===== src/design/proc_pkg.sv =====
// Opcodes, instruction formats, control word and APB address map of the 16-bit core
// Imported by every design file and the testbench
package proc_pkg;

   typedef logic [15:0] word_t;
   typedef logic [2:0]  reg_sel_t;

   typedef enum logic [4:0] {
      OP_HALT = 5'b00000,
      OP_NOP  = 5'b00001,
      OP_J    = 5'b00100,
      OP_ADDI = 5'b01000,
      OP_BEQZ = 5'b01100,
      OP_BNEZ = 5'b01101,
      OP_ST   = 5'b10000,
      OP_LD   = 5'b10001,
      OP_RR   = 5'b11011      // ADD, SUB, AND, XOR by func field
   } opcode_t;

   // Encoding matches the func field of register format
   typedef enum logic [1:0] {
      ALU_ADD = 2'b00,
      ALU_SUB = 2'b01,
      ALU_AND = 2'b10,
      ALU_XOR = 2'b11
   } alu_op_t;

   typedef union packed {
      struct packed {
         opcode_t    opcode;
         reg_sel_t   rs;
         reg_sel_t   rt;
         reg_sel_t   rd;
         logic [1:0] func;
      } r_fmt;
      struct packed {
         opcode_t    opcode;
         reg_sel_t   rs;
         reg_sel_t   rt;     // Destination for ADDI and LD, store data for ST
         logic [4:0] imm;
      } i_fmt;
   } instr_t;

   typedef struct packed {
      logic       reg_write;
      logic       mem_read;
      logic       mem_write;
      logic       alu_src;
      logic [1:0] branch;
      logic       jump;
      logic       halt;
   } ctrl_t;

   localparam logic [1:0] BR_NONE = 2'b00;
   localparam logic [1:0] BR_EQZ  = 2'b01;
   localparam logic [1:0] BR_NEZ  = 2'b10;

   localparam word_t NOP_WORD = {OP_NOP, 11'd0};

   localparam int IMEM_AW = 8;
   localparam int DMEM_AW = 8;

   // APB map, each memory window is 512 words
   localparam int          WIN_LSB   = 9;
   localparam logic [11:0] IMEM_BASE = 12'h000;
   localparam logic [11:0] DMEM_BASE = 12'h400;
   localparam logic [11:0] CTRL_ADDR = 12'h800;

endpackage


===== src/design/stage_if.sv =====
// Pipeline register bundles between decode, execute, memory and write-back
// Each stage writes its own bundle through src, the next stage reads through dst
`timescale 1ns/10ps

interface de_if;
   import proc_pkg::*;
   ctrl_t      ctrl;
   opcode_t    op;
   logic [1:0] func;
   word_t      rs_data;
   word_t      rt_data;
   word_t      imm;       // Already sign extended
   reg_sel_t   dest;
   word_t      pc;

   modport src (output ctrl, op, func, rs_data, rt_data, imm, dest, pc);
   modport dst (input ctrl, op, func, rs_data, rt_data, imm, dest, pc);
   modport monitor (input ctrl, dest);
endinterface

interface em_if;
   import proc_pkg::*;
   ctrl_t    ctrl;
   word_t    alu_result;
   word_t    store_data;
   reg_sel_t dest;

   modport src (output ctrl, alu_result, store_data, dest);
   modport dst (input ctrl, alu_result, store_data, dest);
   modport monitor (input ctrl, dest);
endinterface



===== src/design/execute.sv =====
// Execute stage with ALU, zero test for branches and the execute-to-memory register
// A taken branch or jump redirects fetch and flushes decode in the same cycle
`timescale 1ns/10ps

module execute (
   input  logic            clk,
   input  logic            rst,
   de_if.dst               de,
   em_if.src               em,
   output logic            redirect,
   output proc_pkg::word_t redirect_pc,
   output logic            flush
);
   import proc_pkg::*;

   alu_op_t alu_op;
   word_t   op_b;
   word_t   alu_out;
   logic    zero;

   assign alu_op = (de.op == OP_RR) ? alu_op_t'(de.func) : ALU_ADD;   // Address and ADDI add
   assign op_b   = de.ctrl.alu_src ? de.imm : de.rt_data;

   always_comb begin
      case (alu_op)
         ALU_ADD: alu_out = de.rs_data + op_b;
         ALU_SUB: alu_out = de.rs_data - op_b;
         ALU_AND: alu_out = de.rs_data & op_b;
         default: alu_out = de.rs_data ^ op_b;
      endcase
   end

   assign zero        = (de.rs_data == '0);
   assign redirect    = de.ctrl.jump ||
                        (de.ctrl.branch == BR_EQZ && zero) ||
                        (de.ctrl.branch == BR_NEZ && !zero);
   assign redirect_pc = de.pc + 16'd1 + de.imm;
   assign flush       = redirect;

   always_ff @(posedge clk) begin
      if (rst)
         em.ctrl <= '0;
      else
         em.ctrl <= de.ctrl;
   end

   always_ff @(posedge clk) begin
      em.alu_result <= alu_out;
      em.store_data <= de.rt_data;
      em.dest       <= de.dest;
   end

   // Word behind a taken branch must arrive as a bubble
   a_redirect_flush: assert property (@(posedge clk) disable iff (rst)
      redirect |-> (de.ctrl.jump || de.ctrl.branch != BR_NONE) ##1 (de.ctrl == '0))
      else $error("redirect without flush of the younger word");

endmodule


===== src/flat_wrapper.sv =====
// flat-port wrapper written by rule: the top's interface ports become plain ports
module execute_flat import proc_pkg::*;
  (clk, rst, redirect, redirect_pc, flush, de_ctrl, de_op, de_func, de_rs_data, de_rt_data, de_imm, de_dest, de_pc, em_ctrl, em_alu_result, em_store_data, em_dest);
  de_if de_i ();
  em_if em_i ();
  input  logic clk;
  input  logic rst;
  output logic redirect;
  output proc_pkg::word_t redirect_pc;
  output logic flush;
  input wire logic [$bits(de_i.ctrl)-1:0] de_ctrl;
  input wire logic [$bits(de_i.op)-1:0] de_op;
  input wire logic [$bits(de_i.func)-1:0] de_func;
  input wire logic [$bits(de_i.rs_data)-1:0] de_rs_data;
  input wire logic [$bits(de_i.rt_data)-1:0] de_rt_data;
  input wire logic [$bits(de_i.imm)-1:0] de_imm;
  input wire logic [$bits(de_i.dest)-1:0] de_dest;
  input wire logic [$bits(de_i.pc)-1:0] de_pc;
  output wire logic [$bits(em_i.ctrl)-1:0] em_ctrl;
  output wire logic [$bits(em_i.alu_result)-1:0] em_alu_result;
  output wire logic [$bits(em_i.store_data)-1:0] em_store_data;
  output wire logic [$bits(em_i.dest)-1:0] em_dest;
  assign de_i.ctrl = de_ctrl;
  assign de_i.op = de_op;
  assign de_i.func = de_func;
  assign de_i.rs_data = de_rs_data;
  assign de_i.rt_data = de_rt_data;
  assign de_i.imm = de_imm;
  assign de_i.dest = de_dest;
  assign de_i.pc = de_pc;
  assign em_ctrl = em_i.ctrl;
  assign em_alu_result = em_i.alu_result;
  assign em_store_data = em_i.store_data;
  assign em_dest = em_i.dest;
  execute u_core (.clk(clk), .rst(rst), .de(de_i), .em(em_i), .redirect(redirect), .redirect_pc(redirect_pc), .flush(flush));
endmodule

===== config.mk =====
export PLATFORM = sky130hd
export DESIGN_NAME = execute_flat
export DESIGN_NICKNAME = d
export VERILOG_FILES = /design/src/design/proc_pkg.sv /design/src/design/stage_if.sv /design/src/design/execute.sv /design/src/flat_wrapper.sv
export SDC_FILE = /design/constraint.sdc
export NUM_CORES = 1
export LEC_CHECK = 0
export ABC_AREA = 1
export BUFFER_PORTS_ARGS = -buffer_cell sky130_fd_sc_hd__buf_4
export CAP_MARGIN = 20
export CORE_ASPECT_RATIO = 0.5
export CORE_MARGIN = 4
export CORE_UTILIZATION = 46
export CTS_CLUSTER_DIAMETER = 40
export DETAILED_ROUTE_END_ITERATION = 10
export GPL_TIMING_DRIVEN = 0
export PLACE_DENSITY = 0.79
export SLEW_MARGIN = 10
export SYNTH_ARGS = -nofsm -noshare
export SYNTH_HDL_FRONTEND = slang
export SYNTH_SLANG_ARGS = --single-unit
export TNS_END_PERCENT = 20

===== constraint.sdc =====
create_clock -name clk -period 2.9 [get_ports clk]
set_clock_uncertainty 0.1 [all_clocks]
set_input_delay 0.58 -clock clk [delete_from_list [all_inputs] [get_ports clk]]
set_output_delay 0.58 -clock clk [all_outputs]
set_load 0.05 [all_outputs]

# [Word level (Yosys, flattened, before mapping)]
# Cells that the tools add are included.
[totals] reg_bits=43
[classes] reduce_logical=7 bitwise=2 n_eq_ne=5 muxes=3 addsub=4
[op_table] operator="16-bit case mux with 3 select lines" n=1
[op_table] operator="16-bit adder" n=2
[op_table] operator="16-bit by 1-bit adder with 16-bit output (second input constant)" n=1
[op_table] operator="16-bit bitwise AND" n=1
[op_table] operator="16-bit zero test" n=1
[op_table] operator="16-bit two-way mux" n=1
[op_table] operator="16-bit subtractor" n=1
[op_table] operator="16-bit bitwise XOR" n=1
[op_table] operator="5-bit == test (second input constant)" n=1
[op_table] operator="2-bit by 1-bit == test with 1-bit output (second input constant)" n=2
[op_table] operator="2-bit == test (second input constant)" n=2
[op_table] operator="1-bit logical AND" n=2
[op_table] operator="2-bit zero test" n=1
[op_table] operator="1-bit logical OR" n=2
[op_table] operator="2-bit two-way mux" n=1
[op_table] operator="1-bit zero test" n=1

# [Longest topological paths before layout]
[logic_depth] word_depth=4 ltp_mapped=24

# [Worst setup path before layout]
# Ideal clock, no wire load.
[synth_timing] path_kind="input port to output port" startpoint="input port de_imm[0]" endpoint="output port redirect_pc[12]" t_arrival_ps=2641 path_slack_ps=-421 required_time_ps=2220 stages=13 cell_sequence="inv_1 > ha_1 > inv_1 > fa_1 > nand3_1 > nand2_1 > a21oi_1 > inv_1 > nand2_1 > nand2_1 > nand2_1 > nand2_1 > xor2_1"
[synth_between] elab_chain_len=1
[synth_lines] element="start: declaration" line="flat_wrapper.sv:16" source="input wire logic [$bits(de_i.imm)-1:0] de_imm;"
[synth_lines] element="16-bit adder" line="execute.sv:37" source="assign redirect_pc = de.pc + 16'd1 + de.imm;"
[synth_lines] element="end: declaration" line="flat_wrapper.sv:9" source="output proc_pkg::word_t redirect_pc;"
# No other way between the ends.

# [Worst setup path after layout]
[layout_timing] startpoint="input port de_ctrl[4]" endpoint="register u_core.em.alu_result[15]"
[layout_between] elab_chain_len=3 word_cells_on_any_way=6 classes_between="2 x add/sub; 2 x mux; 2 x bitwise"
[layout_lines] element="start: declaration" line="flat_wrapper.sv:11" source="input wire logic [$bits(de_i.ctrl)-1:0] de_ctrl;"
[layout_lines] element="16-bit two-way mux *" line="execute.sv:22" source="assign op_b = de.ctrl.alu_src ? de.imm : de.rt_data;"
[layout_lines] element="16-bit subtractor, or another cell as far along" line="execute.sv:27" source="ALU_SUB: alu_out = de.rs_data - op_b;"
[layout_lines] element="16-bit case mux with 3 select lines *" line="execute.sv:25" source="case (alu_op)"
[layout_lines] element="via u_core.alu_out[15]" line="execute.sv:18" source="word_t alu_out;"
[layout_lines] element="end signal: assignment" line="execute.sv:48" source="em.alu_result <= alu_out;"
[layout_lines] element="end: declaration" line="stage_if.sv:28" source="modport src (output ctrl, alu_result, store_data, dest);"
# Mark *: on every way through the listed nets, which the timed path passes. The rest lies on a longest branch.
# A chain may end at the register's enable or synchronous reset.

==> metrics.md <==
| Metric | Value |
|---|---|
| # diodes | 0 |
| P_sw | 1.246 mW |
| Die ar. | roughly 10000 um2 |
| VDD IR-drop max | 0.3107 mV |
| Fin crit period | 2.976 ns |
| Post-DP HPWL | 9535 um |
| Synth area leader | dfxtp_1 |
| Critical path arrival | 3.06 ns |
| Ys flop type | dfxtp_1 |
| Warnings from Yosys | 0 |
| Core area | about 8100 um2 |
| WL final | 12330 um |
| Initial DRC Count | 379 |
| Share of layout cells above drive strength 1 | 34.35% |
| DRC | 0 |
| Lkg Pwr | just over 3 nW |
| Post-CTS Hold Buffers | 0 |
| Final Hold Fails | 0 |
| Period utilization | 102.6% |
| Clock share of power | approximately a fifth |
| Layout Nets | roughly 890 |
| Sequential area share after synthesis | 22.06% |
| CTS buffer count | 5 |
| Worst hold slack | 0.2934 ns |
| Via count | 4385 |
| RSZ-0062 raised after global routing | yes |
| Post-route ant nets | 0 |
| Max-cap viol count | 0 |
| Storage element area | 860.8 um2 |
| Sequential power share | between 20 and 25% |
| CTS Buffer Depth | 2 |
| Worst Min Path Start | de_dest[2] |
| Fmax | 0.3360 GHz |
| Gpl congestion | 0.8678 |
| CP endpoint kind | flop |
| Grt total ovfl | 0 |
| Initial antenna violation count | 0 |
| Yosys reg bits | 43 |
| Sw Ratio | 45.15% |
| P_int | roughly 1.5 mW |
| Synth Instances | just under 600 |
| Total Routing Usage GR | 22.91% |
| Port bufs | 142 |
| Max Slew Vio Count | 0 |
| Number of synthesized flops with an enable pin | 0 |
| WL/cell | 14.24 um |
| Vias per cell | 5.064 |
| Hold depth | 1 |
| Worst setup margin | -0.07616 ns |
| Post-synth top cells | nand2_1 (169), inv_1 (82), ha_1 (47), nor2_1 (47), dfxtp_1 (43) |
| CTS root buf | clkbuf_16 |
| IO Count | 145 |
| Async S/R FF share, synth | 0% |
| Initial core utilization | 48.09% |
| Die width | 138.3 um |
| Synthesis-to-layout area growth | 46.62% |
| # rows | 23 |
| CP required | 2.98 ns |
| WHS Endpoint | u_core.em.dest[2]$_DFF_P_ |
| Most numerous cell in the Yosys netlist | nand2_1 |
| CTS Sinks | 43 |
| Clock transition at the registers of the reported paths | roughly 0.060 ns |
| Status | finished with violations |
| CTS tree | done |
| Yosys top cell area share | between 20% and 30% |
| Vias in the first global route | 4020 |
| Largest net degree at the start of global routing | 15 |
| CP Max Fanout | 5 |
| Final Setup Violations | 3 |
| Slew margin rel. | 67.05% |
| Worst setup path class | primary input to flop |
| Worst Tran Pin Value | 0.4910 ns |
| Mapped cell area | 3902 um2 |
| Mean Syn Cell Area | 6.637 um2 |
| H-tree levels | 2 |
| Pwr dens | 482.1 nW/um2 |
| Syn_nets | 721 |
| Filler instances | 686 |
| Hold crit path type | primary input to flop |
| Netlist cell types | 45 |
| Multi-input logic area | about 2900 um2 |
| Combinational power share | 54.6% |
| Violated checks | negative setup slack |
| Die height | between 70 and 80 um |
| Setup TNS | -0.1434 ns |
| Top cells by area, synth | dfxtp_1 (22%), nand2_1 (16%), ha_1 (15%) |
| DR pass1 iterations | 6 |
| Setup crit start kind | primary input |
| Global-route wire length before repair | 18980 um |
==> registers in the layout, summed over array words and instances, names as in the netlist <==
signal / count
u_core.em.dest: 3
u_core.em.store_data: 16
u_core.em.alu_result: 16
u_core.em.ctrl: 8
==> stage by stage <==
stage	area, um2	setup WS, ns	cells	power, mW	util, %
after floorplan	3915	-0.3176	588	1.645	-
after global placement	5121	-0.5852	842	2.050	63.11
after detailed placement	5121	-0.6032	842	2.066	63.11
after CTS	5473	-0.06170	859	2.681	67.44
after global routing	5722	-0.2090	866	2.906	70.51
final	5722	-0.07616	866	2.759	70.51
==> critical path, cell delays in order <==
cell and delay [ns]:
buf_12 0.11, buf_8 0.12, buf_8 0.12, nand2_4 0.05, o21ai_4 0.06, ha_4 0.17
nand2_4 0.07, inv_4 0.04, nand3_4 0.08, nor3_4 0.05, or2_4 0.29, xor2_4 0.20
ha_4 0.32, nand2_1 0.12, nor2_2 0.14, and2_1 0.13, nand2_1 0.06, nand2_2 0.10
nand3_1 0.10, nand3_2 0.08, nand2_1 0.06
==> placed cells by master (no fill, tap or decap), types with 3 or more instances in the layout <==
master,n
a21oi_2,6
o21ai_2,5
ha_4,4
clkbuf_16,5
nand2_2,16
a21o_1,5
nor2_4,3
nand3_2,13
o21ai_1,10
inv_2,4
o21ai_0,12
nor3_1,3
nand3_1,31
inv_1,76
dfxtp_1,43
xor2_1,19
o22ai_1,3
ha_1,41
nand2_4,5
a21oi_1,22
buf_6,5
buf_4,159
xnor2_1,6
nor2_1,42
nor2_2,5
inv_4,3
nand2_1,161
xor2_2,3
a21boi_1,3
==> what timing repair did <==
item	CTS	global route
setup endpoints to repair	12	18
setup buffers	10	7
gates resized for setup	42	47
pin swaps	15	29
==> worst max-delay path by stage <==
stage	slack (ns)	depth (start not counted)	startpoint	end
floorplan	-0.32	11	de_imm[0]	redirect_pc[10]
global placement	-0.59	23	de_ctrl[4]	u_core.em.alu_result[15]$_DFF_P_
detailed placement	-0.60	23	de_ctrl[4]	u_core.em.alu_result[15]$_DFF_P_
CTS	-0.06	15	de_imm[0]	redirect_pc[12]
global route	-0.21	22	de_ctrl[4]	u_core.em.alu_result[14]$_DFF_P_
finish	-0.08	21	de_ctrl[4]	u_core.em.alu_result[15]$_DFF_P_
==> per-layer routing <==
metal / GRT usage (%) / part of all wire [%]
met1: 30.19 / 45
met2: 39.09 / 47
met3: 4.712 / 6.3
met4: 5.586 / 1.8
met5: 0 / 0
==> layout make-up <==
cell class,count,share of cell area (%)
Buffer,10,1.815
Clock buffer,5,2.187
Sequential cell,43,15.04
Multi-Input combinational cell,450,51.37
Tap cell,112,2.449
Inverter,84,5.729
Timing Repair Buffer,159,21.06
Clock inverter,3,0.3499
==> cells by family (layout without fill, tap and decap cells) <==
kind of cell / after synthesis / count (layout) / share of synthesized area (%)
compound gates: 83 / 83 / 12.82
buf+inv: 95 / 261 / 10.52
xor+xnor: 29 / 29 / 6.701
flops: 43 / 43 / 22.06
fa+ha+maj: 49 / 49 / 16.09
simple gates: 289 / 289 / 31.81
==> power by group through the flow <==
stage / Clock [mW] / Combinational (mW) / Sequential, mW
final: 0.566 / 1.51 / 0.686
after CTS: 0.574 / 1.42 / 0.687
after detailed placement: 0 / 1.37 / 0.700
after floorplan: 0 / 0.666 / 0.979
after global placement: 0 / 1.35 / 0.700
after global routing: 0.599 / 1.61 / 0.693
Note: power is estimated with default switching activity, not from simulation.
