## src/design/proc_pkg.sv

```systemverilog
// Opcodes, instruction formats, control word and APB address map of the 16-bit core
// Imported by every design file and the testbench
package proc_pkg;

   typedef logic [15:0] word_t;
   typedef logic [2:0]  reg_sel_t;

   typedef enum logic [4:0] {
      OP_HALT = 5'b00000,
      OP_NOP  = 5'b00001,
      OP_J    = 5'b00100,
      OP_ADDI = 5'b01000,
      OP_BEQZ = 5'b01100,
      OP_BNEZ = 5'b01101,
      OP_ST   = 5'b10000,
      OP_LD   = 5'b10001,
      OP_RR   = 5'b11011      // ADD, SUB, AND, XOR by func field
   } opcode_t;

   // Encoding matches the func field of register format
   typedef enum logic [1:0] {
      ALU_ADD = 2'b00,
      ALU_SUB = 2'b01,
      ALU_AND = 2'b10,
      ALU_XOR = 2'b11
   } alu_op_t;

   typedef union packed {
      struct packed {
         opcode_t    opcode;
         reg_sel_t   rs;
         reg_sel_t   rt;
         reg_sel_t   rd;
         logic [1:0] func;
      } r_fmt;
      struct packed {
         opcode_t    opcode;
         reg_sel_t   rs;
         reg_sel_t   rt;     // Destination for ADDI and LD, store data for ST
         logic [4:0] imm;
      } i_fmt;
   } instr_t;

   typedef struct packed {
      logic       reg_write;
      logic       mem_read;
      logic       mem_write;
      logic       alu_src;
      logic [1:0] branch;
      logic       jump;
      logic       halt;
   } ctrl_t;

   localparam logic [1:0] BR_NONE = 2'b00;
   localparam logic [1:0] BR_EQZ  = 2'b01;
   localparam logic [1:0] BR_NEZ  = 2'b10;

   localparam word_t NOP_WORD = {OP_NOP, 11'd0};

   localparam int IMEM_AW = 8;
   localparam int DMEM_AW = 8;

   // APB map, each memory window is 512 words
   localparam int          WIN_LSB   = 9;
   localparam logic [11:0] IMEM_BASE = 12'h000;
   localparam logic [11:0] DMEM_BASE = 12'h400;
   localparam logic [11:0] CTRL_ADDR = 12'h800;

endpackage

```

## src/design/stage_if.sv

```systemverilog
// Pipeline register bundles between decode, execute, memory and write-back
// Each stage writes its own bundle through src, the next stage reads through dst
`timescale 1ns/10ps

interface de_if;
   import proc_pkg::*;
   ctrl_t      ctrl;
   opcode_t    op;
   logic [1:0] func;
   word_t      rs_data;
   word_t      rt_data;
   word_t      imm;       // Already sign extended
   reg_sel_t   dest;
   word_t      pc;

   modport src (output ctrl, op, func, rs_data, rt_data, imm, dest, pc);
   modport dst (input ctrl, op, func, rs_data, rt_data, imm, dest, pc);
   modport monitor (input ctrl, dest);
endinterface

interface em_if;
   import proc_pkg::*;
   ctrl_t    ctrl;
   word_t    alu_result;
   word_t    store_data;
   reg_sel_t dest;

   modport src (output ctrl, alu_result, store_data, dest);
   modport dst (input ctrl, alu_result, store_data, dest);
   modport monitor (input ctrl, dest);
endinterface

interface mw_if;
   import proc_pkg::*;
   logic     reg_write;
   reg_sel_t dest;
   word_t    data;          // Load data or ALU result

   modport src (output reg_write, dest, data);
   modport dst (input reg_write, dest, data);
   modport monitor (input reg_write, dest);
endinterface

```

## src/design/hazard_unit.sv

```systemverilog
// Register dependency check between decode and the three younger pipeline registers
// A match holds fetch and decode and sends a bubble into execute
`timescale 1ns/10ps

module hazard_unit (
   input  logic               clk,
   input  logic               rst,
   input  proc_pkg::reg_sel_t rs_sel,
   input  proc_pkg::reg_sel_t rt_sel,
   input  logic               uses_rt,
   de_if.monitor              de,
   em_if.monitor              em,
   mw_if.monitor              mw,
   output logic               stall,
   output logic               bubble
);
   import proc_pkg::*;

   // r0 never carries reg_write, so a zero source field never matches
   function automatic logic hit(reg_sel_t dest, logic wr);
      return wr && (dest == rs_sel || (uses_rt && dest == rt_sel));
   endfunction

   assign stall = hit(de.dest, de.ctrl.reg_write) ||
                  hit(em.dest, em.ctrl.reg_write) ||
                  hit(mw.dest, mw.reg_write);
   assign bubble = stall;

   // Producer is gone from write-back after at most three bubbles
   a_stall_bound: assert property (@(posedge clk) disable iff (rst)
      bubble [*3] |=> !stall)
      else $error("dependency stall longer than the pipeline depth");

endmodule

```

## src/flat_wrapper.sv

```systemverilog
// flat-port wrapper written by rule: the top's interface ports become plain ports
module hazard_unit_flat import proc_pkg::*;
  (clk, rst, rs_sel, rt_sel, uses_rt, stall, bubble, de_ctrl, de_dest, em_ctrl, em_dest, mw_reg_write, mw_dest);
  de_if de_i ();
  em_if em_i ();
  mw_if mw_i ();
  input  logic clk;
  input  logic rst;
  input  proc_pkg::reg_sel_t rs_sel;
  input  proc_pkg::reg_sel_t rt_sel;
  input  logic uses_rt;
  output logic stall;
  output logic bubble;
  input wire logic [$bits(de_i.ctrl)-1:0] de_ctrl;
  input wire logic [$bits(de_i.dest)-1:0] de_dest;
  input wire logic [$bits(em_i.ctrl)-1:0] em_ctrl;
  input wire logic [$bits(em_i.dest)-1:0] em_dest;
  input wire logic [$bits(mw_i.reg_write)-1:0] mw_reg_write;
  input wire logic [$bits(mw_i.dest)-1:0] mw_dest;
  assign de_i.ctrl = de_ctrl;
  assign de_i.dest = de_dest;
  assign em_i.ctrl = em_ctrl;
  assign em_i.dest = em_dest;
  assign mw_i.reg_write = mw_reg_write;
  assign mw_i.dest = mw_dest;
  hazard_unit u_core (.clk(clk), .rst(rst), .rs_sel(rs_sel), .rt_sel(rt_sel), .uses_rt(uses_rt), .de(de_i), .em(em_i), .mw(mw_i), .stall(stall), .bubble(bubble));
endmodule
```

## config.mk

```make
export PLATFORM = sky130hd
export DESIGN_NAME = hazard_unit_flat
export DESIGN_NICKNAME = d
export VERILOG_FILES = /design/src/design/proc_pkg.sv /design/src/design/stage_if.sv /design/src/design/hazard_unit.sv /design/src/flat_wrapper.sv
export SDC_FILE = /design/constraint.sdc
export NUM_CORES = 1
export LEC_CHECK = 0
export BUFFER_PORTS_ARGS = -buffer_cell sky130_fd_sc_hd__buf_2
export CORE_AREA = 2 2 39 41
export DETAILED_ROUTE_END_ITERATION = 10
export DIE_AREA = 0 0 41 43
export GPL_TIMING_DRIVEN = 1
export PLACE_DENSITY = 0.62
export SYNTH_ARGS = -nofsm -noshare
export SYNTH_HDL_FRONTEND = slang
export SYNTH_SLANG_ARGS = --single-unit
```

## constraint.sdc

```tcl
create_clock -name vclk -period 1
set_input_delay 0.15 -clock vclk [all_inputs]
set_output_delay 0.15 -clock vclk [all_outputs]
set_load 0.05 [all_outputs]
```

* After elaboration in Yosys (flattened, before gate mapping)
Index checks and enable logic that the tools add are counted.
** Word-level totals
- Flip-flop bits (word level) :: 0
- Bits in latches :: 0
- RAM bits :: 0
- Bits in read-only memories :: 0
- Word-level logic and storage cells :: 17
- Memories kept :: 0
** Cells by class
- Add/sub/neg operators :: 0
- $mul :: 0
- Div/mod/pow operators :: 0
- Order comparisons :: 0
- Equality and inequality tests :: 6
- Shifts and indexed selects :: 0
- Mux-type cells :: 0
- Bitwise logic cells :: 0
- Reductions and logical operators :: 11
** Operators by type and width (number)
- equality test 3 bit :: 6
- logical AND 1 bit :: 6
- logical OR 1 bit :: 5

* Depth between registers and ports, before layout
Gate-level depths: netlist of run 1.
- Word-level depth :: 6
- Gate-level depth with buffers :: 5
- Mapped depth without buffers :: 4

* Least setup slack after synthesis of run 1
No wires, ideal clock.
- Kind :: input to output
- Start :: input port em_dest[2]
- End :: output port stall
- Arrival time :: 1456 ps
- Required time :: 850 ps
- Slack :: -606 ps
- Cell stages on the path :: 5
- Buffers on the path :: 1
- Cells stage by stage :: xor2_1 -> nor2_1 -> a41oi_1 -> nand4_1 -> buf_4
** Between the ends
- Cells in the longest elaborated chain, start to end :: 6
** Ends and longest elaborated chain
- start, declared :: line flat_wrapper.sv:17 : input wire logic [$bits(em_i.dest)-1:0] em_dest;
- equality test 3 bit :: line hazard_unit.sv:21 : return wr && (dest == rs_sel || (uses_rt && dest == rt_sel));
- logical AND 1 bit :: line hazard_unit.sv:21
- logical OR 1 bit * :: line hazard_unit.sv:21
- logical AND 1 bit * :: line hazard_unit.sv:21
- logical OR 1 bit * :: line hazard_unit.sv:24 : assign stall = hit(de.dest, de.ctrl.reg_write) ||
- logical OR 1 bit * :: line hazard_unit.sv:25 : hit(em.dest, em.ctrl.reg_write) ||
- end, declared :: line flat_wrapper.sv:12 : output logic stall;
Every way passes the cells marked *; elsewhere a longest branch is shown, timed or not.

* Worst setup path after layout of run 1
- Start :: input port rt_sel[0]
- End :: output port bubble
** Between the ends
- Cells in the longest elaborated chain, start to end :: 6
** Ends and longest elaborated chain
- start, declared :: line flat_wrapper.sv:10 : input proc_pkg::reg_sel_t rt_sel;
- equality test 3 bit :: line hazard_unit.sv:21
- logical AND 1 bit :: line hazard_unit.sv:21
- logical OR 1 bit :: line hazard_unit.sv:21
- logical AND 1 bit :: line hazard_unit.sv:21
- logical OR 1 bit :: line hazard_unit.sv:24
- logical OR 1 bit * :: line hazard_unit.sv:25
- end, declared :: line flat_wrapper.sv:13 : output logic bubble;
Marked as above.

==> results of run 1 <==
## cell families (layout without fill, tap and decap cells)
group / Yosys count / in the layout / share of synthesized area [%]
compound gates: 2 / 2 / 6.04
simple gates: 8 / 8 / 21.4
buf+inv: 1 / 26 / 3.30
xor+xnor: 18 / 18 / 69.2
## Yosys cell counts
master,count,area share [%]
xnor2_1,10,38
xor2_1,8,31
nand4_1,3,8.2
a41oi_1,1,3.8
and4_4,1,4.9
buf_4,1,3.3
nand2_1,1,1.6
nor2_1,1,1.6
nor3_1,1,2.2
nor4_1,1,2.7
o21ai_1,1,2.2
## critical path, delay by kind of cell
kind	cells	cell delay (ns)
xor gates and xnor gates	1	0.13
AOI/OAI and AO/OA	1	0.10
buffers and inverters	2	0.35
and+or+nand+nor	2	0.34
## timing repair
| item | CTS | global route |
|---|---|---|
| resized for setup | 7 | 13 |
| pin swaps | 4 | 6 |
| endpoints found under the setup margin | 2 | 2 |
## power groups by stage
stage	combinational (W)	sequential, W	clock, W
detailed placement	0.000222	0	0
floorplan	0.000137	0	0
global route	0.000295	0	0
CTS	0.000245	0	0
finish	0.000274	0	0
global placement	0.000220	0	0
## cell type report
class                           count  area (µm²)
Fill cell                         154         908
Timing Repair Buffer               26         183
Tap cell                           16        20.0
Multi-Input combinational cell     28         273
## stage by stage
step	TNS (ns)	worst slack [ns]
after global placement	-0.565	-0.283
after floorplan	-0.794	-0.586
after CTS	-0.499	-0.250
final	-0.446	-0.223
after global routing	-0.590	-0.296
after detailed placement	-0.581	-0.291
## worst paths after layout
path	to	slack [ns]	cells past startpoint	from
setup / recovery	bubble	-0.22	6	rt_sel[0]
hold / removal	stall	0.73	4	mw_reg_write
## routing by layer
layer  GRT usage (%)  part of all wire, %  up-vias
li1                -                    -      148
met1            8.23                   35      126
met2            19.7                   57       10
met3               0                  8.0        0
met4               0                    0        0
met5               0                    0        -
==> metrics.yaml, run 1 <==
syn_area_um2: 228
p_switching_w: 0.000140
antenna_found_initial: 0
synth_cell_types: 11
core_um2: 1380
ctsHoldBuffers: 0
cell_internal_pwr_w: 0.000134
antenna_left: 0
num-nets-final: 91
mostFrequentLayoutCell: "buf_2"
post_route_cells_drive_above_1_share_pct: 64.8
sequentialPowerShare_pct: 0
p_total_w: 0.000274
whs_ns: 0.733
setup_ws_ns: -0.223
final_cell_mix: "14 x buf_2, 9 x xnor2_1, 6 x buf_4, 5 x xor2_1, 4 x buf_6"
slew-limit-headroom_pct: 83.8
seq_area_frac_synth_pct: 0
clkbuf_count: 0
die_h_um: 43
drcViolationCount: 0
grt_pass1_wl_mm: 1.12
peakVddDrop_v: 0.000192
die-area_um2: 1760
syn_area_per_cell_um2: 7.85
power.static_leakage_nw: 0.204
final_cells: 70
io_pins: 37
dr.pass1.iters: 1
overflow: 0
dieWidth_um: 41
rsz0062_at_grt: "yes"
power_density_nw_per_um2: 576
vias_per_cell: 4.06
utilization_pct: 34.4
worst_slew_pin_slew_ns: 0.241
violations: "negative setup slack"
cp.arrival_ns: 1.07
sw_frac_of_total_pct: 51.1
synth_warnings: 0
grt_usage_pct: 8.89
drt_iter0_drc: 0
postPlaceCellArea_um2: 383
grt_pass1_vias: 317
timing.critical_path.slowest_stage_cell: "buf_6"
critPathMaxFanout: 3
crit_path_end_kind: "primary output"
combPwrFrac_pct: 100.0
synth_fp_nets: 64
grt_start_max_net_pins: 4
gp_congestion: 0.688
nFlopsAndLatches: 0
cp.required_ns: 0.85
drt_wl_total_um: 684
cts_setup_buffers: 0
min_path_type: "in2out"
finalHoldViolations: 0
outcome: "complete, but fails checks"
path_class: "in2out"
design_area_um2: 475
syn_inst: 29
n_antenna_cell: 0
dp.cells: 70
path_cells: "clkbuf_4 > xnor2_2 > and4_4 > o21ai_2 > nand4_1 > buf_6"
min_period_ns: 1.22
clockPowerShare_pct: 0
period_share_pct: 122
vias: 284
finalSetupViolations: 2
drv_slew: 0
fmax_mhz: 818
wl_per_cell_um: 9.77
start_kind: "input port"
regArea_um2: 0
std_cell_rows: 14
start_util_pct: 16.5
max_stage_delay_ns: 0.20
io_buffer_count: 21
drv_cap: 0
area_growth_pct: 109
Power figures use the tool's default switching activity.
==> inputs of run 2 (changes only) <==
--- a/config.mk
+++ b/config.mk
@@ -10,7 +10,7 @@
 export DETAILED_ROUTE_END_ITERATION = 10
 export DIE_AREA = 0 0 41 43
 export GPL_TIMING_DRIVEN = 1
-export PLACE_DENSITY = 0.62
+export PLACE_DENSITY = 0.64
 export SYNTH_ARGS = -nofsm -noshare
 export SYNTH_HDL_FRONTEND = slang
 export SYNTH_SLANG_ARGS = --single-unit
==> constraint.sdc (replaced) <==
create_clock -name vclk -period 1.09
set_input_delay 0.1635 -clock vclk [all_inputs]
set_output_delay 0.1635 -clock vclk [all_outputs]
set_load 0.05 [all_outputs]
==> run 2 against run 1 <==
  * Count of clock-buffer cells in the layout is the same
  * Utilization shrank 1.3 points
  * Critical path depth is the same
  * Highest routed layer unchanged
  * Non-clock buffer count grew 1
  * The flow still finishes with violations (negative setup slack)
==> metrics.yaml, run 2 (same netlist as run 1, synthesis figures left out) <==
num-nets-final: 92  # +1.1%
vias_per_cell: 4.24  # +4.5%
worst_slew_pin_slew_ns: 0.225  # -0.0160 ns
die-area_um2: 1760  # unchanged
critPathMaxFanout: 2  # -1
io_pins: 37  # unchanged
grt_pass1_wl_um: 979  # -13%
core_um2: 1380  # unchanged
period_share_pct: 117
grt_pass1_vias: 290  # -8.5%
regArea_um2: 0  # unchanged
fmax_mhz: 786
vias: 301  # +6.0%
power.static_leakage_nw: 0.201  # -1.6%
violations: "negative setup slack"
grt_usage_pct: 7.49  # -1.4 points
whs_ns: 0.762  # +0.0299 ns
start_util_pct: 16.5  # unchanged
ctsHoldBuffers: 0  # unchanged
final_cell_mix: "15 x buf_2, 10 x xnor2_1, 6 x xor2_1, 6 x buf_6, 6 x buf_4"
grt_start_max_net_pins: 4  # unchanged
dr.pass1.iters: 1  # unchanged
drv_slew: 0  # unchanged
outcome: "complete, but fails checks"
drcViolationCount: 0  # unchanged
area_growth_pct: 101
nFlopsAndLatches: 0  # unchanged
dp_slack_ns: -0.256  # +0.0353 ns
min_period_ns: 1.27
post_route_cells_drive_above_1_share_pct: 60.0  # -4.8 points
finalHoldViolations: 0  # unchanged
power_density_nw_per_um2: 537  # -6.8%
cp.required_ns: 0.93  # +0.08 ns
gp_congestion: 0.749  # +9.0%
n_antenna_cell: 0  # unchanged
drt_wl_total_um: 709  # +3.7%
setup_ws_ns: -0.182  # +0.0415 ns
cp.arrival_ns: 1.11  # +0.04 ns
antenna_left: 0  # unchanged
slew-limit-headroom_pct: 84.9  # +1.1 points
die_h_um: 43  # unchanged
io_buffer_count: 21  # unchanged
rsz0062_at_grt: "yes"
mostFrequentLayoutCell: "buf_2"
drt_iter0_drc: 0  # unchanged
overflow: 0  # unchanged
crit_path_end_kind: "primary output"
finalSetupViolations: 2  # unchanged
start_kind: "input port"
clkbuf_count: 0  # unchanged
wl_per_cell_um: 9.99  # +2.2%
path_class: "in2out"
min_path_type: "in2out"
peakVddDrop_v: 0.000186  # -3.1%
drv_cap: 0  # unchanged
dp_hpwl_um: 614
antenna_found_initial: 0  # unchanged
dieWidth_um: 41  # unchanged
std_cell_rows: 14  # unchanged
[run 2: cell count changes in the layout (fill, tap and decap cells not counted), sizes merged]
cell    delta
buf        +2
clkbuf     -1
[run 2: final cells by class]
type	instances	area [µm²]
fillers	149	926
repair buffers	27	188
well taps	16	20.0
multi-input cells	28	250
[run 2: what timing repair did]
item | 4_1_cts | 5_1_grt
gates resized for setup | 7 | 8
pin swaps | 3 | 4
setup endpoints to repair | 2 | 2
setup buffers | 0 | 1
gates cloned | 0 | 0
[run 2: final timing paths]
path                     start      to  slack [ns]  cells past startpoint
hold / removal    mw_reg_write   stall        0.76                      4
setup / recovery    de_dest[2]  bubble       -0.18                      6
[run 2: report_power, final]
group | switching, W | total, W | internal [W]
sequential | 0 | 0 | 0
combinational | 0.000126 | 0.000246 | 0.000120
clock | 0 | 0 | 0
[run 2: critical path, cell delays in order]
cell and delay (ns):
buf_6 0.09, xor2_1 0.16, nor4_2 0.27, a41oi_1 0.07, nand4_1 0.17, buf_6 0.18
[run 2: per-layer routing]
layer  vias to the layer above  GRT usage, %  routed length (µm)
met3                         0             0                  28
met1                       138          7.59                 294
met4                         0             0                   0
met5                         -             0                   0
met2                        10          15.9                 387
li1                        153             -                   -
[run 2: through the flow]
stage          setup TNS [ns]  instance area (µm²)  util, %  cells  power (W)
5_1_grt                -0.501                  458     33.1     71   0.000262
2_1_floorplan          -0.668                  231        -     29   0.000126
3_5_place_dp           -0.509                  383     27.7     70   0.000203
4_1_cts                -0.351                  408     29.5     70   0.000226
6_report               -0.362                  458     33.1     71   0.000246
3_3_place_gp           -0.447                  383     27.7     70   0.000201
