===== src/design/proc_pkg.sv =====
// Opcodes, instruction formats, control word and APB address map of the 16-bit core
// Imported by every design file and the testbench
package proc_pkg;

   typedef logic [15:0] word_t;
   typedef logic [2:0]  reg_sel_t;

   typedef enum logic [4:0] {
      OP_HALT = 5'b00000,
      OP_NOP  = 5'b00001,
      OP_J    = 5'b00100,
      OP_ADDI = 5'b01000,
      OP_BEQZ = 5'b01100,
      OP_BNEZ = 5'b01101,
      OP_ST   = 5'b10000,
      OP_LD   = 5'b10001,
      OP_RR   = 5'b11011      // ADD, SUB, AND, XOR by func field
   } opcode_t;

   // Encoding matches the func field of register format
   typedef enum logic [1:0] {
      ALU_ADD = 2'b00,
      ALU_SUB = 2'b01,
      ALU_AND = 2'b10,
      ALU_XOR = 2'b11
   } alu_op_t;

   typedef union packed {
      struct packed {
         opcode_t    opcode;
         reg_sel_t   rs;
         reg_sel_t   rt;
         reg_sel_t   rd;
         logic [1:0] func;
      } r_fmt;
      struct packed {
         opcode_t    opcode;
         reg_sel_t   rs;
         reg_sel_t   rt;     // Destination for ADDI and LD, store data for ST
         logic [4:0] imm;
      } i_fmt;
   } instr_t;

   typedef struct packed {
      logic       reg_write;
      logic       mem_read;
      logic       mem_write;
      logic       alu_src;
      logic [1:0] branch;
      logic       jump;
      logic       halt;
   } ctrl_t;

   localparam logic [1:0] BR_NONE = 2'b00;
   localparam logic [1:0] BR_EQZ  = 2'b01;
   localparam logic [1:0] BR_NEZ  = 2'b10;

   localparam word_t NOP_WORD = {OP_NOP, 11'd0};

   localparam int IMEM_AW = 8;
   localparam int DMEM_AW = 8;

   // APB map, each memory window is 512 words
   localparam int          WIN_LSB   = 9;
   localparam logic [11:0] IMEM_BASE = 12'h000;
   localparam logic [11:0] DMEM_BASE = 12'h400;
   localparam logic [11:0] CTRL_ADDR = 12'h800;

endpackage


===== src/design/stage_if.sv =====
// Pipeline register bundles between decode, execute, memory and write-back
// Each stage writes its own bundle through src, the next stage reads through dst
`timescale 1ns/10ps

interface de_if;
   import proc_pkg::*;
   ctrl_t      ctrl;
   opcode_t    op;
   logic [1:0] func;
   word_t      rs_data;
   word_t      rt_data;
   word_t      imm;       // Already sign extended
   reg_sel_t   dest;
   word_t      pc;

   modport src (output ctrl, op, func, rs_data, rt_data, imm, dest, pc);
   modport dst (input ctrl, op, func, rs_data, rt_data, imm, dest, pc);
   modport monitor (input ctrl, dest);
endinterface


interface mw_if;
   import proc_pkg::*;
   logic     reg_write;
   reg_sel_t dest;
   word_t    data;          // Load data or ALU result

   modport src (output reg_write, dest, data);
   modport dst (input reg_write, dest, data);
   modport monitor (input reg_write, dest);
endinterface


===== src/design/decode.sv =====
// Decode stage with control decode, register file and the decode-to-execute register
// Write-back enters through the mw bundle and bypasses into the same-cycle read
`timescale 1ns/10ps

module decode (
   input  logic               clk,
   input  logic               rst,
   input  proc_pkg::instr_t   instr_d,
   input  proc_pkg::word_t    pc_d,
   input  logic               stall,
   input  logic               bubble,
   input  logic               flush,
   mw_if.dst                  wb,
   de_if.src                  de,
   output proc_pkg::reg_sel_t rs_sel,
   output proc_pkg::reg_sel_t rt_sel,
   output logic               uses_rt,
   output logic               err
);
   import proc_pkg::*;

   word_t    regs [8];
   opcode_t  op;
   ctrl_t    ctrl_dec;
   ctrl_t    ctrl_d;
   reg_sel_t dest;
   word_t    imm_ext;
   logic     is_rr;
   logic     legal;
   logic     halt_seen;          // HALT has passed, younger words are dead

   function automatic word_t read_reg(reg_sel_t sel);
      word_t val;
      if (sel == '0)
         val = '0;
      else if (wb.reg_write && wb.dest == sel)
         val = wb.data;
      else
         val = regs[sel];
      return val;
   endfunction

   assign op     = instr_d.r_fmt.opcode;
   assign rs_sel = instr_d.r_fmt.rs;
   assign rt_sel = instr_d.r_fmt.rt;

   always_comb begin
      ctrl_dec = '0;
      legal    = 1'b1;
      is_rr    = 1'b0;
      uses_rt  = 1'b0;
      imm_ext  = {{11{instr_d.i_fmt.imm[4]}}, instr_d.i_fmt.imm};
      case (op)
         OP_NOP: ;
         OP_HALT: ctrl_dec.halt = 1'b1;
         OP_RR: begin
            ctrl_dec.reg_write = 1'b1;
            is_rr              = 1'b1;
            uses_rt            = 1'b1;
         end
         OP_ADDI: begin
            ctrl_dec.reg_write = 1'b1;
            ctrl_dec.alu_src   = 1'b1;
         end
         OP_LD: begin
            ctrl_dec.reg_write = 1'b1;
            ctrl_dec.mem_read  = 1'b1;
            ctrl_dec.alu_src   = 1'b1;
         end
         OP_ST: begin
            ctrl_dec.mem_write = 1'b1;
            ctrl_dec.alu_src   = 1'b1;
            uses_rt            = 1'b1;      // Store data
         end
         OP_BEQZ: ctrl_dec.branch = BR_EQZ;
         OP_BNEZ: ctrl_dec.branch = BR_NEZ;
         OP_J: begin
            ctrl_dec.jump = 1'b1;
            imm_ext       = {{5{instr_d[10]}}, instr_d[10:0]};
         end
         default: legal = 1'b0;               // Behaves as NOP
      endcase
   end

   assign dest = is_rr ? instr_d.r_fmt.rd : instr_d.i_fmt.rt;

   // r0 is never written
   always_comb begin
      ctrl_d           = ctrl_dec;
      ctrl_d.reg_write = ctrl_dec.reg_write && (dest != '0);
   end

   always_ff @(posedge clk) begin
      if (wb.reg_write)
         regs[wb.dest] <= wb.data;
   end

   always_ff @(posedge clk) begin
      if (rst || flush || bubble || halt_seen)
         de.ctrl <= '0;
      else
         de.ctrl <= ctrl_d;
   end

   always_ff @(posedge clk) begin
      de.op      <= op;
      de.func    <= instr_d.r_fmt.func;
      de.rs_data <= read_reg(rs_sel);
      de.rt_data <= read_reg(rt_sel);
      de.imm     <= imm_ext;
      de.dest    <= dest;
      de.pc      <= pc_d;
   end

   always_ff @(posedge clk) begin
      if (rst || flush)
         halt_seen <= 1'b0;
      else if (ctrl_d.halt && !stall)
         halt_seen <= 1'b1;
   end

   // Sticky until reset, counted only when the word actually leaves decode
   always_ff @(posedge clk) begin
      if (rst)
         err <= 1'b0;
      else if (!legal && !stall && !flush && !halt_seen)
         err <= 1'b1;
   end

   a_no_r0_write: assert property (@(posedge clk) disable iff (rst)
      wb.reg_write |-> wb.dest != '0)
      else $error("register write addressed to r0 reached write-back");

endmodule


===== src/flat_wrapper.sv =====
// flat-port wrapper written by rule: the top's interface ports become plain ports
module decode_flat import proc_pkg::*;
  (clk, rst, instr_d, pc_d, stall, bubble, flush, rs_sel, rt_sel, uses_rt, err, wb_reg_write, wb_dest, wb_data, de_ctrl, de_op, de_func, de_rs_data, de_rt_data, de_imm, de_dest, de_pc);
  mw_if wb_i ();
  de_if de_i ();
  input  logic clk;
  input  logic rst;
  input  proc_pkg::instr_t instr_d;
  input  proc_pkg::word_t pc_d;
  input  logic stall;
  input  logic bubble;
  input  logic flush;
  output proc_pkg::reg_sel_t rs_sel;
  output proc_pkg::reg_sel_t rt_sel;
  output logic uses_rt;
  output logic err;
  input wire logic [$bits(wb_i.reg_write)-1:0] wb_reg_write;
  input wire logic [$bits(wb_i.dest)-1:0] wb_dest;
  input wire logic [$bits(wb_i.data)-1:0] wb_data;
  output wire logic [$bits(de_i.ctrl)-1:0] de_ctrl;
  output wire logic [$bits(de_i.op)-1:0] de_op;
  output wire logic [$bits(de_i.func)-1:0] de_func;
  output wire logic [$bits(de_i.rs_data)-1:0] de_rs_data;
  output wire logic [$bits(de_i.rt_data)-1:0] de_rt_data;
  output wire logic [$bits(de_i.imm)-1:0] de_imm;
  output wire logic [$bits(de_i.dest)-1:0] de_dest;
  output wire logic [$bits(de_i.pc)-1:0] de_pc;
  assign wb_i.reg_write = wb_reg_write;
  assign wb_i.dest = wb_dest;
  assign wb_i.data = wb_data;
  assign de_ctrl = de_i.ctrl;
  assign de_op = de_i.op;
  assign de_func = de_i.func;
  assign de_rs_data = de_i.rs_data;
  assign de_rt_data = de_i.rt_data;
  assign de_imm = de_i.imm;
  assign de_dest = de_i.dest;
  assign de_pc = de_i.pc;
  decode u_core (.clk(clk), .rst(rst), .instr_d(instr_d), .pc_d(pc_d), .stall(stall), .bubble(bubble), .flush(flush), .wb(wb_i), .de(de_i), .rs_sel(rs_sel), .rt_sel(rt_sel), .uses_rt(uses_rt), .err(err));
endmodule

===== config.mk =====
export PLATFORM = sky130hd
export DESIGN_NAME = decode_flat
export DESIGN_NICKNAME = d
export VERILOG_FILES = /design/src/design/proc_pkg.sv /design/src/design/stage_if.sv /design/src/design/decode.sv /design/src/flat_wrapper.sv
export SDC_FILE = /design/constraint.sdc
export NUM_CORES = 1
export LEC_CHECK = 0
export BUFFER_PORTS_ARGS = -buffer_cell sky130_fd_sc_hd__buf_2
export CORE_MARGIN = 1
export CORE_UTILIZATION = 35
export CTS_CLUSTER_DIAMETER = 30
export CTS_CLUSTER_SIZE = 10
export DETAILED_ROUTE_END_ITERATION = 8
export GPL_ROUTABILITY_DRIVEN = 0
export MAX_ROUTING_LAYER = met4
export PLACE_DENSITY_LB_ADDON = 0.25
export SYNTH_ARGS = -nofsm -noshare
export SYNTH_HDL_FRONTEND = slang
export SYNTH_SLANG_ARGS = --single-unit
export TNS_END_PERCENT = 100

===== constraint.sdc =====
create_clock -name clk -period 2.4 [get_ports clk]
set_input_delay 0.24 -clock clk [delete_from_list [all_inputs] [get_ports clk]]
set_output_delay 0.24 -clock clk [all_outputs]
set_load 0.005 [all_outputs]

# After elaboration in Yosys (flattened, before gate mapping)
# Memory sizes are Yosys's and may differ from the RTL's. A register that Yosys moved wholly into a read port is not among the register bits.
# Cells that the tools add are included.
# Widths: inputs -> output; s select.
# word_totals
inputBits,57
ram_bits,128
memories,1
out_inout_bits,90
reg_bits,52
# op_classes
n_eq_ne,8
n_mux,14
n_reduce_logical,20
# mem_list
memory,words,word_bits,rd,rd_clocked_by_memory_dff,write_ports,line,rtl
u_core.regs,8,16,2,2,1,decode.sv:22,word_t regs [8];
# ops
operator,n
$mux 16,1
$eq 5x4->1 const B,3
$eq 5x5->1 const B,3
$mux 1,11
$reduce_or 9->1,1
$logic_not 3->1,2
$reduce_or 3->1,2
$eq 5x1->1 const B,1
$eq 5x3->1 const B,1
$logic_and 1x1->1,5
$logic_not 5->1,1
$logic_not 1->1,4
$pmux 2 s2,1
$logic_or 1x1->1,3
$mux 3,1
$reduce_bool 3->1,1
$reduce_or 2->1,1

# Logic depth before layout (Yosys ltp)
# depth
word_depth,7
depth_mapped,7
mapped_depth_nobuf,4

# Worst setup path after synthesis
# No wires, ideal clock.
# synth_path
kind,input to register
start,input port wb_dest[0]
end,"memory u_core.regs[0][0] (netlist bit), enable pin"
t_arrival_ns,1.585
setup_ns,0.409
path_slack_ns,0.405
cell_stages,2
t_required_ns,1.991
path_cell_list,buf_4 > nor3_1
# synth_lines
item,line,rtl
"start, declared",flat_wrapper.sv:18,input wire logic [$bits(wb_i.dest)-1:0] wb_dest;
"end, declared",decode.sv:22,
# No word-level cell before the write port.

# Final worst setup path
# layout_path
start,input port instr_d[15] (netlist bit)
end,register u_core.halt_seen
# layout_via
elab_chain_cells,3
# layout_lines
item,line,rtl
"start, declared",flat_wrapper.sv:8,input proc_pkg::instr_t instr_d;
$logic_not 5->1,decode.sv:53,case (op)
$mux 1,decode.sv:53,
$logic_and 1x1->1,decode.sv:118,else if (ctrl_d.halt && !stall)
"end signal, assigned",decode.sv:117,halt_seen <= 1'b0;
"end signal, assigned",decode.sv:119,halt_seen <= 1'b1;
"end, declared",decode.sv:30,logic halt_seen;
# No other way between the ends.
# A chain may end at the register's enable or synchronous reset.

==> results.cfg <==
[global_route]
grt_pass1_vias = 5465
antenna_found_initial = 1
grt_pass1_wl_mm = 31.6
grt_remaining_overflow = 0
grt_util_all_layers_pct = 18.0
grt_max_degree = 25

[clock_tree]
clk_latency_ns = 0.53
cts_setup_buffers = 0
clk_pin_slew_worst_paths_ns = 0.04
hold_buffers = 28
cts_resized = 0
clock_sinks = 205
cts-buffers-inserted = 42
max-clock-path-buffers = 3
clock-root-buffer = clkbuf_16
htree_num_levels = 2
cts_tree = yes

[cells_and_area]
multi_input_area_um2 = 2710
drive_gt1_share_pct = 45.3
syn2layout_area_growth_pct = 31.5
nFillCells = 2077
nNetsFinal = 740
fin_cells = 1036
finalInstanceArea_um2 = 11200
seqCellArea_um2 = 5390

[synthesis]
synth-edff-count = 128
synth.distinct_cells = 38
synth_area_per_cell_um2 = 17.6
ys_warn_count = 0
ys_seq_area_share_pct = 63.4
async_flop_share_pct = 0
synth_cells = 484
ys_seq_elements = 205
synth_ff_type = edfxtp_1
netlist_area_um2 = 8500
synth_nets = 541

[critical_path]
cp.required_ns = 2.85
r2r-end = u_core.de.ctrl[7]
ff2ff_path_depth = 3
critPathKind = in -> reg
crit_path_start_kind = input port
arrival_ns = 2.43
critPathMaxFanout = 11
cp-end-kind = flip-flop
r2r-start = u_core.halt_seen
worst-r2r-setup-slack_ns = 0.88

[power_and_ir_drop]
p_per_area_nw_per_um2 = 934
ir_drop_v = 0.000467
p_leak_nw = 4.27
power_mw = 10.4

[route]
drtIter0Drc = 314
drc = 0
drt_first_pass_iters = 4
met3_length_mm = 1.33
ant_nets = 0
vias = 5202
wl_per_cell_um = 20.4
viasPerCell = 5.02
highest_layer = met4
dr_wl_met2_mm = 10.3
wl_met1_mm = 9.01
wl_mm = 21.2

[floorplanning]
fp.coreArea_um2 = 23600
rows = 56
die_area_um2 = 24900
initial_core_util_pct = 36.0
fp.dieW_um = 158
fp.dieH_um = 158
ios = 147

[sta]
finalCritPeriodShare_pct = 82.5
tightest_slew_ns = 1.08
grt_setup_unrepaired = no
holdWs_ns = 0.0314
setup_viol = 0
clock_skew_ns = 0.0192
period_needed_ns = 1.98
relSlewSlack_pct = 27.8
hold_viol_final = 0
fmaxAchievable_ghz = 0.505
finalSetupTns_ns = 0
drv_slew = 0

[status]
outcome = finished, final reports clean

[min_path]
hold-path-endpoint = u_core.de.op[2]
holdCritStartpoint = instr_d[13]
min_path_cells = 1
hold_path.class = in -> reg

[placed_design]
dp.final_hpwl_mm = 13.5
placedInstanceArea_um2 = 9490
io_buffers = 146
placedCellCount = 930

[run]
max_cap_viol_count = 0
## metal layers
metal	track usage (%)	vias to the layer above
met5	-	-
met4	6.29	0
met3	3.81	48
met2	29.4	203
met1	22.2	2609
li1	-	2342
## power by group
| part | internal (mW) | total (mW) | switching, mW |
|---|---|---|---|
| sequential | 3.94 | 4.01 | 0.0738 |
| clock | 3.79 | 5.61 | 1.82 |
| combinational | 0.405 | 0.802 | 0.397 |
| total | 8.14 | 10.4 | 2.29 |
## cells in the mapped netlist (2+ instances only)
master | n | area [µm²]
a211oi_2 | 11 | 138
buf_12 | 5 | 100
mux4_2 | 59 | 1330
mux4_1 | 5 | 131
buf_4 | 17 | 128
mux2i_1 | 33 | 330
nor4_1 | 4 | 25.0
nor3_2 | 2 | 20.0
xnor2_1 | 5 | 43.8
inv_1 | 2 | 7.51
edfxtp_1 | 128 | 3840
nand2_1 | 4 | 15.0
clkbuf_1 | 2 | 7.51
nand4_1 | 2 | 12.5
nor2_1 | 42 | 158
nand3_1 | 2 | 10.0
buf_8 | 2 | 30.0
a21oi_1 | 4 | 20.0
a31o_1 | 6 | 52.6
nor2b_1 | 3 | 18.8
dfxtp_1 | 77 | 1540
buf_2 | 18 | 90.1
mux2_2 | 3 | 33.8
nor3_1 | 6 | 30.0
buf_6 | 4 | 45.0
a211oi_1 | 21 | 158
nand2b_1 | 6 | 37.5
## how the worst max path moves through the flow
stage,from,depth (start not counted),slack [ns],to
2_1_floorplan,wb_dest[0],2,0.41,u_core.regs[0][0]
3_3_place_gp,wb_dest[1],6,0.55,u_core.de.rs_data[9]
3_5_place_dp,wb_dest[1],6,0.54,u_core.de.rs_data[9]
4_1_cts,instr_d[15],6,0.44,u_core.halt_seen
5_1_grt,instr_d[15],6,0.23,u_core.halt_seen
6_report,instr_d[15],6,0.42,u_core.halt_seen
## sequential cells by signal (all words and copies together), names as in the netlist
signal and cells:
u_core.de.ctrl 8, u_core.de.dest 3, u_core.de.func 1, u_core.de.imm 10, u_core.de.op 5, u_core.de.pc 16, u_core.de.rs_data 16, u_core.de.rt_data 16
u_core.err 1, u_core.halt_seen 1, u_core.regs 128
## metrics by stage
step                      worst slack (ns)  utilization [%]
after global placement               0.553             40.2
after global routing                 0.225             47.3
after floorplan                      0.405                -
after detailed placement             0.537             40.2
after CTS                            0.437             47.3
final                                0.420             47.3
## area by class of cell
type	count	share of cell area (%)
antenna	1	0.0224
inverter	2	0.0672
clock inverter	22	2.30
tap	319	3.57
sequential	205	48.2
timing repair buffer	203	11.3
multi-input combinational	229	24.3
clock buffer	55	10.2
## layout by cell type (no fill, tap or decap), types with 6 or more instances in the layout
| cell | n |
|---|---|
| mux2i_1 | 33 |
| clkbuf_16 | 42 |
| dlygate4sd3_1 | 28 |
| buf_2 | 146 |
| a211oi_2 | 11 |
| edfxtp_1 | 128 |
| nor2_1 | 42 |
| a211oi_1 | 21 |
| a31o_1 | 6 |
| dfxtp_1 | 77 |
| nand2b_1 | 6 |
| inv_6 | 6 |
| mux4_2 | 59 |
| buf_4 | 26 |
| clkbuf_1 | 9 |
## critical path: stages
cell           delay, ns
dlygate4sd3_1       0.53
buf_2               0.20
nor4_4              0.60
a21oi_1             0.13
nor3_1              0.14
dlygate4sd3_1       0.58
## logic make-up (layout without fill, tap and decap cells)
family                    count (synthesis)  in the layout  share of synthesized area, %
DFF                                     205            205                          63.4
muxes                                   100            100                          21.5
and+or+nand+nor                          77             77                          4.73
buffers and inverters                    50            282                          4.80
AOI/OAI and AO/OA                        46             46                          4.79
xor gates and xnor gates                  6              6                         0.839
other                                     0              1                             0
No activity file was read; power rests on OpenSTA's default activity.
